[src/slink_deskew_pkg.sv]
`default_nettype none

package slink_deskew_pkg;

  // --------------------------------------------------
  // Link geometry
  // --------------------------------------------------
  localparam int NUM_LANES  = 4;
  localparam int FIFO_DEPTH = 4;

  // --------------------------------------------------
  // Protocol values
  // --------------------------------------------------
  localparam logic [1:0] SH_CTRL   = 2'b10;
  localparam logic [1:0] SH_DATA   = 2'b01;
  localparam logic [7:0] SYNC_BYTE = 8'hBC;

  localparam logic [7:0] TS1_BYTE0 = 8'h2D;
  localparam logic [7:0] TS1_BYTEX = 8'h4A;
  localparam logic [7:0] TS2_BYTE0 = 8'h2E;
  localparam logic [7:0] TS2_BYTEX = 8'h45;
  localparam logic [7:0] SDS_BYTE0 = 8'h3C;
  localparam logic [7:0] SDS_BYTEX = 8'h55;

  // First byte plus fourteen repeats
  localparam logic [3:0] OS_SEEN_COUNT = 4'd15;

  // --------------------------------------------------
  // Types
  // --------------------------------------------------
  typedef logic [7:0] byte_t;
  typedef logic [1:0] sync_hdr_t;
  typedef logic [1:0] fifo_idx_t;
  typedef logic [NUM_LANES-1:0] lane_mask_t;
  typedef logic [3:0] os_count_t;

  // 0 is one lane, 1 is two lanes, 2 is four lanes
  typedef logic [1:0] lane_cfg_t;

  typedef struct packed {
    logic      valid;
    logic      start_block;
    sync_hdr_t sync_hdr;
    byte_t     data;
  } lane_entry_t;

  typedef enum logic [1:0] {
    IDLE   = 2'd0,
    TRAIN  = 2'd1,
    LOCKED = 2'd2
  } deskew_state_e;

endpackage

`default_nettype wire

[src/deskew_control.sv]
`default_nettype none

module deskew_control (
  input  logic                            clk,
  input  logic                            reset,
  input  logic                            enable,
  input  slink_deskew_pkg::lane_cfg_t     active_lanes,
  input  slink_deskew_pkg::lane_mask_t    rx_locked,
  input  logic [slink_deskew_pkg::FIFO_DEPTH-1:0] sync_hits [slink_deskew_pkg::NUM_LANES],
  output slink_deskew_pkg::lane_mask_t    lane_active,
  output slink_deskew_pkg::lane_mask_t    capture_en,
  output slink_deskew_pkg::fifo_idx_t     read_ptr [slink_deskew_pkg::NUM_LANES],
  output logic                            locked,
  output slink_deskew_pkg::deskew_state_e deskew_state
);

  slink_deskew_pkg::deskew_state_e state;
  slink_deskew_pkg::deskew_state_e state_next;
  slink_deskew_pkg::fifo_idx_t     hit_idx [slink_deskew_pkg::NUM_LANES];
  slink_deskew_pkg::lane_mask_t    one_hot;
  slink_deskew_pkg::lane_mask_t    lane_ok;
  logic                            all_lanes_ok;
  logic                            lock_now;

  // --------------------------------------------------
  // Lane mask
  // --------------------------------------------------
  always_comb begin
    for (int i = 0; i < slink_deskew_pkg::NUM_LANES; i++) begin
      lane_active[i] = (i < (1 << active_lanes));
    end
  end

  assign capture_en = lane_active & rx_locked & {slink_deskew_pkg::NUM_LANES{enable}};

  // Each lane must see exactly one sync byte in its window
  always_comb begin
    for (int i = 0; i < slink_deskew_pkg::NUM_LANES; i++) begin
      hit_idx[i] = '0;
      for (int k = 0; k < slink_deskew_pkg::FIFO_DEPTH; k++) begin
        if (sync_hits[i][k]) begin
          hit_idx[i] = slink_deskew_pkg::fifo_idx_t'(k);
        end
      end
      one_hot[i] = (sync_hits[i] != '0) &&
                   ((sync_hits[i] & (sync_hits[i] - 1'b1)) == '0);
    end
  end

  assign lane_ok      = one_hot | ~lane_active;
  assign all_lanes_ok = &lane_ok;
  assign lock_now     = (state == slink_deskew_pkg::TRAIN) && all_lanes_ok && enable;

  // --------------------------------------------------
  // Training FSM
  // --------------------------------------------------
  always_comb begin
    state_next = state;
    case (state)
      slink_deskew_pkg::IDLE: begin
        if (enable) begin
          state_next = slink_deskew_pkg::TRAIN;
        end
      end
      slink_deskew_pkg::TRAIN: begin
        if (all_lanes_ok) begin
          state_next = slink_deskew_pkg::LOCKED;
        end
      end
      slink_deskew_pkg::LOCKED: begin
        state_next = slink_deskew_pkg::LOCKED;
      end
      default: begin
        state_next = slink_deskew_pkg::IDLE;
      end
    endcase
    if (!enable) begin
      state_next = slink_deskew_pkg::IDLE;
    end
  end

  always_ff @(posedge clk or posedge reset) begin
    if (reset) begin
      state <= slink_deskew_pkg::IDLE;
    end else begin
      state <= state_next;
    end
  end

  // Pointers load on the lock edge and hold until enable drops
  always_ff @(posedge clk or posedge reset) begin
    if (reset) begin
      for (int i = 0; i < slink_deskew_pkg::NUM_LANES; i++) begin
        read_ptr[i] <= '0;
      end
    end else begin
      for (int i = 0; i < slink_deskew_pkg::NUM_LANES; i++) begin
        if (!enable) begin
          read_ptr[i] <= '0;
        end else if (lock_now) begin
          read_ptr[i] <= lane_active[i] ? hit_idx[i] : '0;
        end
      end
    end
  end

  assign locked       = (state == slink_deskew_pkg::LOCKED);
  assign deskew_state = state;

endmodule

`default_nettype wire

[src/lane_align.sv]
`default_nettype none

module lane_align (
  input  slink_deskew_pkg::lane_entry_t entries
    [slink_deskew_pkg::NUM_LANES][slink_deskew_pkg::FIFO_DEPTH],
  input  slink_deskew_pkg::fifo_idx_t   read_ptr [slink_deskew_pkg::NUM_LANES],
  input  slink_deskew_pkg::lane_mask_t  lane_active,
  output slink_deskew_pkg::byte_t       rx_data_out [slink_deskew_pkg::NUM_LANES],
  output slink_deskew_pkg::lane_mask_t  rx_valid_out,
  output slink_deskew_pkg::lane_mask_t  rx_start_block_out,
  output slink_deskew_pkg::sync_hdr_t   rx_sync_hdr_out [slink_deskew_pkg::NUM_LANES],
  output slink_deskew_pkg::fifo_idx_t   fifo_ptr_status [slink_deskew_pkg::NUM_LANES]
);

  slink_deskew_pkg::lane_entry_t sel [slink_deskew_pkg::NUM_LANES];

  // --------------------------------------------------
  // Read each line at its locked position
  // --------------------------------------------------
  always_comb begin
    for (int i = 0; i < slink_deskew_pkg::NUM_LANES; i++) begin
      if (lane_active[i]) begin
        sel[i] = entries[i][read_ptr[i]];
      end else begin
        sel[i] = '0;
      end
    end
  end

  // Unpack; inactive lanes already forced to zero above
  always_comb begin
    for (int i = 0; i < slink_deskew_pkg::NUM_LANES; i++) begin
      rx_data_out[i]        = sel[i].data;
      rx_valid_out[i]       = sel[i].valid;
      rx_start_block_out[i] = sel[i].start_block;
      rx_sync_hdr_out[i]    = sel[i].sync_hdr;
      fifo_ptr_status[i]    = lane_active[i] ? read_ptr[i] : '0;
    end
  end

endmodule

`default_nettype wire

[src/lane_capture.sv]
`default_nettype none

module lane_capture (
  input  logic                           clk,
  input  logic                           reset,
  input  slink_deskew_pkg::lane_mask_t   capture_en,
  input  slink_deskew_pkg::byte_t        rx_data_in [slink_deskew_pkg::NUM_LANES],
  input  slink_deskew_pkg::lane_mask_t   rx_valid_in,
  input  slink_deskew_pkg::lane_mask_t   rx_start_block_in,
  input  slink_deskew_pkg::sync_hdr_t    rx_sync_hdr_in [slink_deskew_pkg::NUM_LANES],
  output slink_deskew_pkg::lane_entry_t  entries
    [slink_deskew_pkg::NUM_LANES][slink_deskew_pkg::FIFO_DEPTH],
  output logic [slink_deskew_pkg::FIFO_DEPTH-1:0] sync_hits [slink_deskew_pkg::NUM_LANES]
);

  slink_deskew_pkg::lane_entry_t lane_in [slink_deskew_pkg::NUM_LANES];

  // Pack each lane's inputs into one entry
  always_comb begin
    for (int i = 0; i < slink_deskew_pkg::NUM_LANES; i++) begin
      lane_in[i].valid       = rx_valid_in[i];
      lane_in[i].start_block = rx_start_block_in[i];
      lane_in[i].sync_hdr    = rx_sync_hdr_in[i];
      lane_in[i].data        = rx_data_in[i];
    end
  end

  // --------------------------------------------------
  // Shift lines
  // --------------------------------------------------
  always_ff @(posedge clk or posedge reset) begin
    if (reset) begin
      for (int i = 0; i < slink_deskew_pkg::NUM_LANES; i++) begin
        for (int k = 0; k < slink_deskew_pkg::FIFO_DEPTH; k++) begin
          entries[i][k] <= '0;
        end
      end
    end else begin
      for (int i = 0; i < slink_deskew_pkg::NUM_LANES; i++) begin
        if (capture_en[i]) begin
          entries[i][0] <= lane_in[i];
          for (int k = 1; k < slink_deskew_pkg::FIFO_DEPTH; k++) begin
            entries[i][k] <= entries[i][k-1];
          end
        end else begin
          // Flush the line while the lane is off
          for (int k = 0; k < slink_deskew_pkg::FIFO_DEPTH; k++) begin
            entries[i][k] <= '0;
          end
        end
      end
    end
  end

  // --------------------------------------------------
  // Sync control byte match per entry
  // --------------------------------------------------
  always_comb begin
    for (int i = 0; i < slink_deskew_pkg::NUM_LANES; i++) begin
      for (int k = 0; k < slink_deskew_pkg::FIFO_DEPTH; k++) begin
        sync_hits[i][k] = entries[i][k].valid &&
                          entries[i][k].start_block &&
                          (entries[i][k].sync_hdr == slink_deskew_pkg::SH_CTRL) &&
                          (entries[i][k].data == slink_deskew_pkg::SYNC_BYTE);
      end
    end
  end

endmodule

`default_nettype wire

[src/os_detect.sv]
`default_nettype none

module os_detect (
  input  logic                         clk,
  input  logic                         reset,
  input  logic                         locked,
  input  slink_deskew_pkg::lane_mask_t lane_active,
  input  slink_deskew_pkg::byte_t      rx_data_out [slink_deskew_pkg::NUM_LANES],
  input  slink_deskew_pkg::lane_mask_t rx_valid_out,
  input  slink_deskew_pkg::lane_mask_t rx_start_block_out,
  input  slink_deskew_pkg::sync_hdr_t  rx_sync_hdr_out [slink_deskew_pkg::NUM_LANES],
  output slink_deskew_pkg::lane_mask_t rx_ts1_seen,
  output slink_deskew_pkg::lane_mask_t rx_ts2_seen,
  output slink_deskew_pkg::lane_mask_t rx_sds_seen
);

  slink_deskew_pkg::os_count_t  ts1_count      [slink_deskew_pkg::NUM_LANES];
  slink_deskew_pkg::os_count_t  ts2_count      [slink_deskew_pkg::NUM_LANES];
  slink_deskew_pkg::os_count_t  sds_count      [slink_deskew_pkg::NUM_LANES];
  slink_deskew_pkg::os_count_t  ts1_count_next [slink_deskew_pkg::NUM_LANES];
  slink_deskew_pkg::os_count_t  ts2_count_next [slink_deskew_pkg::NUM_LANES];
  slink_deskew_pkg::os_count_t  sds_count_next [slink_deskew_pkg::NUM_LANES];
  slink_deskew_pkg::lane_mask_t ctrl_start;

  // Counts a control-start first byte followed by repeat bytes
  function automatic slink_deskew_pkg::os_count_t next_count(
    input slink_deskew_pkg::os_count_t count,
    input logic                        start,
    input slink_deskew_pkg::byte_t     data,
    input slink_deskew_pkg::byte_t     first_byte,
    input slink_deskew_pkg::byte_t     repeat_byte
  );
    slink_deskew_pkg::os_count_t result;
    if (count == '0) begin
      result = (start && (data == first_byte)) ? 4'd1 : 4'd0;
    end else begin
      result = (data == repeat_byte) ? count + 4'd1 : 4'd0;
    end
    return result;
  endfunction

  // --------------------------------------------------
  // Counter update
  // --------------------------------------------------
  always_comb begin
    for (int i = 0; i < slink_deskew_pkg::NUM_LANES; i++) begin
      ctrl_start[i] = rx_valid_out[i] && rx_start_block_out[i] &&
                      (rx_sync_hdr_out[i] == slink_deskew_pkg::SH_CTRL);
      if (locked) begin
        ts1_count_next[i] = next_count(ts1_count[i], ctrl_start[i], rx_data_out[i],
                                       slink_deskew_pkg::TS1_BYTE0,
                                       slink_deskew_pkg::TS1_BYTEX);
        ts2_count_next[i] = next_count(ts2_count[i], ctrl_start[i], rx_data_out[i],
                                       slink_deskew_pkg::TS2_BYTE0,
                                       slink_deskew_pkg::TS2_BYTEX);
        sds_count_next[i] = next_count(sds_count[i], ctrl_start[i], rx_data_out[i],
                                       slink_deskew_pkg::SDS_BYTE0,
                                       slink_deskew_pkg::SDS_BYTEX);
      end else begin
        ts1_count_next[i] = '0;
        ts2_count_next[i] = '0;
        sds_count_next[i] = '0;
      end
    end
  end

  always_ff @(posedge clk or posedge reset) begin
    if (reset) begin
      for (int i = 0; i < slink_deskew_pkg::NUM_LANES; i++) begin
        ts1_count[i] <= '0;
        ts2_count[i] <= '0;
        sds_count[i] <= '0;
      end
    end else begin
      for (int i = 0; i < slink_deskew_pkg::NUM_LANES; i++) begin
        ts1_count[i] <= ts1_count_next[i];
        ts2_count[i] <= ts2_count_next[i];
        sds_count[i] <= sds_count_next[i];
      end
    end
  end

  // Inactive lanes read high so a consumer can AND across lanes
  always_comb begin
    for (int i = 0; i < slink_deskew_pkg::NUM_LANES; i++) begin
      rx_ts1_seen[i] = !lane_active[i] || (ts1_count[i] == slink_deskew_pkg::OS_SEEN_COUNT);
      rx_ts2_seen[i] = !lane_active[i] || (ts2_count[i] == slink_deskew_pkg::OS_SEEN_COUNT);
      rx_sds_seen[i] = !lane_active[i] || (sds_count[i] == slink_deskew_pkg::OS_SEEN_COUNT);
    end
  end

endmodule

`default_nettype wire

[src/slink_deskew.sv]
`default_nettype none

module slink_deskew (
  input  logic                            clk,
  input  logic                            reset,
  input  logic                            enable,
  input  slink_deskew_pkg::lane_cfg_t     active_lanes,
  input  slink_deskew_pkg::byte_t         rx_data_in [slink_deskew_pkg::NUM_LANES],
  input  slink_deskew_pkg::lane_mask_t    rx_valid_in,
  input  slink_deskew_pkg::lane_mask_t    rx_start_block_in,
  input  slink_deskew_pkg::lane_mask_t    rx_locked,
  input  slink_deskew_pkg::sync_hdr_t     rx_sync_hdr_in [slink_deskew_pkg::NUM_LANES],
  output slink_deskew_pkg::byte_t         rx_data_out [slink_deskew_pkg::NUM_LANES],
  output slink_deskew_pkg::lane_mask_t    rx_valid_out,
  output slink_deskew_pkg::lane_mask_t    rx_start_block_out,
  output slink_deskew_pkg::sync_hdr_t     rx_sync_hdr_out [slink_deskew_pkg::NUM_LANES],
  output slink_deskew_pkg::fifo_idx_t     fifo_ptr_status [slink_deskew_pkg::NUM_LANES],
  output slink_deskew_pkg::lane_mask_t    rx_ts1_seen,
  output slink_deskew_pkg::lane_mask_t    rx_ts2_seen,
  output slink_deskew_pkg::lane_mask_t    rx_sds_seen,
  output slink_deskew_pkg::deskew_state_e deskew_state
);

  slink_deskew_pkg::lane_mask_t  capture_en;
  slink_deskew_pkg::lane_mask_t  lane_active;
  slink_deskew_pkg::fifo_idx_t   read_ptr [slink_deskew_pkg::NUM_LANES];
  logic                          locked;
  slink_deskew_pkg::lane_entry_t entries
    [slink_deskew_pkg::NUM_LANES][slink_deskew_pkg::FIFO_DEPTH];
  logic [slink_deskew_pkg::FIFO_DEPTH-1:0] sync_hits [slink_deskew_pkg::NUM_LANES];

  // --------------------------------------------------
  // Input side
  // --------------------------------------------------
  lane_capture lane_capture_i (
    .clk               (clk),
    .reset             (reset),
    .capture_en        (capture_en),
    .rx_data_in        (rx_data_in),
    .rx_valid_in       (rx_valid_in),
    .rx_start_block_in (rx_start_block_in),
    .rx_sync_hdr_in    (rx_sync_hdr_in),
    .entries           (entries),
    .sync_hits         (sync_hits)
  );

  // --------------------------------------------------
  // Training and lock
  // --------------------------------------------------
  deskew_control deskew_control_i (
    .clk          (clk),
    .reset        (reset),
    .enable       (enable),
    .active_lanes (active_lanes),
    .rx_locked    (rx_locked),
    .sync_hits    (sync_hits),
    .lane_active  (lane_active),
    .capture_en   (capture_en),
    .read_ptr     (read_ptr),
    .locked       (locked),
    .deskew_state (deskew_state)
  );

  // --------------------------------------------------
  // Output side
  // --------------------------------------------------
  lane_align lane_align_i (
    .entries            (entries),
    .read_ptr           (read_ptr),
    .lane_active        (lane_active),
    .rx_data_out        (rx_data_out),
    .rx_valid_out       (rx_valid_out),
    .rx_start_block_out (rx_start_block_out),
    .rx_sync_hdr_out    (rx_sync_hdr_out),
    .fifo_ptr_status    (fifo_ptr_status)
  );

  // Ordered sets are looked for on the aligned lanes
  os_detect os_detect_i (
    .clk                (clk),
    .reset              (reset),
    .locked             (locked),
    .lane_active        (lane_active),
    .rx_data_out        (rx_data_out),
    .rx_valid_out       (rx_valid_out),
    .rx_start_block_out (rx_start_block_out),
    .rx_sync_hdr_out    (rx_sync_hdr_out),
    .rx_ts1_seen        (rx_ts1_seen),
    .rx_ts2_seen        (rx_ts2_seen),
    .rx_sds_seen        (rx_sds_seen)
  );

endmodule

`default_nettype wire

[config.mk]
export PLATFORM = sky130hd
export DESIGN_NAME = slink_deskew
export DESIGN_NICKNAME = d
export VERILOG_FILES = /design/src/slink_deskew_pkg.sv /design/src/deskew_control.sv /design/src/lane_align.sv /design/src/lane_capture.sv /design/src/os_detect.sv /design/src/slink_deskew.sv
export SDC_FILE = /design/constraint.sdc
export NUM_CORES = 1
export LEC_CHECK = 0
export BUFFER_PORTS_ARGS = -buffer_cell sky130_fd_sc_hd__buf_2
export CAP_MARGIN = 25
export CORE_AREA = 2 2 135 202
export CTS_CLUSTER_SIZE = 20
export DETAILED_ROUTE_END_ITERATION = 10
export DIE_AREA = 0 0 137 204
export PLACE_DENSITY_LB_ADDON = 0.25
export SLEW_MARGIN = 20
export SYNTH_ARGS = -nofsm -noshare
export SYNTH_HDL_FRONTEND = slang
export SYNTH_SLANG_ARGS = --single-unit
[constraint.sdc]
create_clock -name clk -period 11.4 [get_ports clk]
set_input_delay 2.28 -clock clk [delete_from_list [all_inputs] [get_ports clk]]
set_output_delay 2.28 -clock clk [all_outputs]
set_load 0.01 [all_outputs]
==> run metrics <==
status finished, final reports clean; Hold Buf Count CTS 0; Iter 0 DRT Violations 338; clock skew 0.00860 ns; unrepaired setup endpoints after global routing no; Worst Path Max Fanout 45; CTS resizes 0; Starting Density 44.2%; GRT Total Usage 19.4%; Vias/cell 5.37; core box area 26300 um^2; fraction of layout cells with a size suffix above 1 20.3%; row count 73; Vias 7787; first-pass GRT wire length 42500 um; Power Dens Cells 141 nW/um^2; Synthesis Warnings 0; die extent in y 204 um; Mean Syn Cell Area 11.8 um^2; worst hold slack 0.500 ns; WL final 26000 um; I/O Buffers 126; hpwl dp 18400 um; Synth cell types 56; largest net degree at the start of global routing 100; Netlist Area Pre-Place 11600 um^2; Root Driver clkbuf_16; worst endpoint required time 9.12 ns; sequential area share after synthesis 53.8%; Final setup viols 0; most common cell after layout, fill and taps aside dfrtp_1; P_leak 6.47 nW; Syn Nets 1067; min cycle time layout 5.99 ns; clock sink count 250; Top Ports 127; vias in the first global route 8215; H-tree depth 1; EDFF count, synth 0; Reg2Reg Setup Slack 8.51 ns; detailed-route DRC error count 0; total congestion overflow 0; Area growth syn-to-layout 15.4%; clock tree buffer depth 3; Critical Path AT 3.71 ns; Finished Core Util 51.1%; HP Class reg2reg; slew margin rel. 41.8%; Tot Pwr 0.00190 W; Yosys reg bits 250; WS Path Type in2out; Die Area 27900 um^2; initial antenna violation count 3; fill cell count 2403; Post-CTS Repair Setup Buffers 0; Max Cap Violations 0; crit end category output port; CTS Buf Count 24; Max Slew Vio Count 0; start point of the critical path active_lanes[1]; Final nets 1177; WL/cell 18.0 um; Skew-Pair Late Insertion Delay 0.52 ns; reg2reg start deskew_control_i.read_ptr[0]; most frequent cells in the layout dfrtp_1, and2_1, buf_2, nor2_1, and3_1; TritonRoute pass-1 iters 4; Worst setup SP type primary input; Fin. Hold Viols 0; TritonCTS clock tree built; post-synthesis async set-or-reset flop share 100%; Top FF cell, synth dfrtp_1; final worst path period share 52.5%; worst slew pin tran 0.872 ns; width of the die 137 um; clock-pin transition on the worst setup and hold timing paths 0.06 ns; Cells after Synth 983; hold path start lane_capture_i.entries[29]; GP Congestion 0.822; maximum vdd drop 0.000116 V; Post-DRT Antenna Nets 0; Setup TNS Final 0 ns; achievable clock frequency 167 MHz
worst max-delay path: stages:
cell	delay (ns)
buf_2	0.60
or2_2	0.45
and2_1	0.23
buf_2	0.14
routing by layer:
metal	part of all wire [%]	global-route usage (%)	wire, um	vias to the layer above
met3	4.1	2.85	1080	57
met5	0.10	0	27	-
met2	52	34.2	13600	176
met1	40	23.4	10400	3921
met4	3.6	8.06	950	4
li1	-	-	-	3629
final cells by class:
cell class	count	area (um^2)	share of cell area, %
Tap cell	337	422	3.14
Sequential cell	250	6260	46.6
Timing Repair Buffer	132	679	5.06
Clock inverter	7	160	1.19
Inverter	49	191	1.43
Clock buffer	37	731	5.44
Antenna cell	1	2.50	0.0186
Multi-Input combinational cell	636	4990	37.1
through the flow:
stage / setup WS [ns] / cells / area [um^2]
floorplan: 2.25 / 983 / 11600
global placement: 5.42 / 1404 / 12500
detailed placement: 5.36 / 1404 / 12500
CTS: 5.37 / 1448 / 13400
global route: 5.27 / 1449 / 13400
finish: 5.41 / 1449 / 13400
cell families after synthesis:
logic type      share of synthesized area [%]
simple gates                             25.5
fa+ha+maj                                2.90
flops                                    53.8
mux                                      10.2
compound gates                           2.12
buf+inv                                  3.40
xor+xnor                                 2.11
flip-flops by register name, summed over array words and instances (netlist names):
register / flops
os_detect_i.ts2_count: 16
os_detect_i.sds_count: 16
lane_capture_i.entries: 192
deskew_control_i.deskew_state: 2
deskew_control_i.read_ptr: 8
os_detect_i.ts1_count: 16
report_power, final:
part           internal, W  switching, W
clock             0.000553      0.000329
sequential        0.000898     0.0000109
combinational    0.0000377     0.0000705
synth_stat cells (all sizes together) (4+ instances only):
cell type,n,share of area [%]
inv,49,1.6
nor3,17,0.73
a21oi,4,0.17
nand3b,5,0.32
mux2i,10,0.86
nor2,58,1.9
xor2,14,1.1
buf,10,0.59
nand4,8,0.43
nand4bb,13,1.3
and3,55,3.0
nor3b,9,0.62
clkbuf,38,1.2
nor4bb,8,0.69
o32ai,4,0.43
nand3,39,1.7
o22ai,5,0.27
o21ai,4,0.17
nor2b,4,0.21
mux4,48,9.4
xnor2,14,1.1
nand2,47,1.5
nand4b,27,2.0
ha,27,2.9
and2,179,9.6
dfrtp,250,54
path summary, 6_finish.rpt:
kind	endpoint	cells after the start
worst max-delay path	rx_data_out[16]	4
worst min-delay path	lane_capture_i.entries[17]	1
worst max register to register	os_detect_i.ts2_count[0]	6
worst min register to register	lane_capture_i.entries[17]	1
max in group asynchronous	lane_capture_i.entries[73]	3
min in group asynchronous	os_detect_i.ts1_count[3]	2
Note: power is estimated with default switching activity, not from simulation.
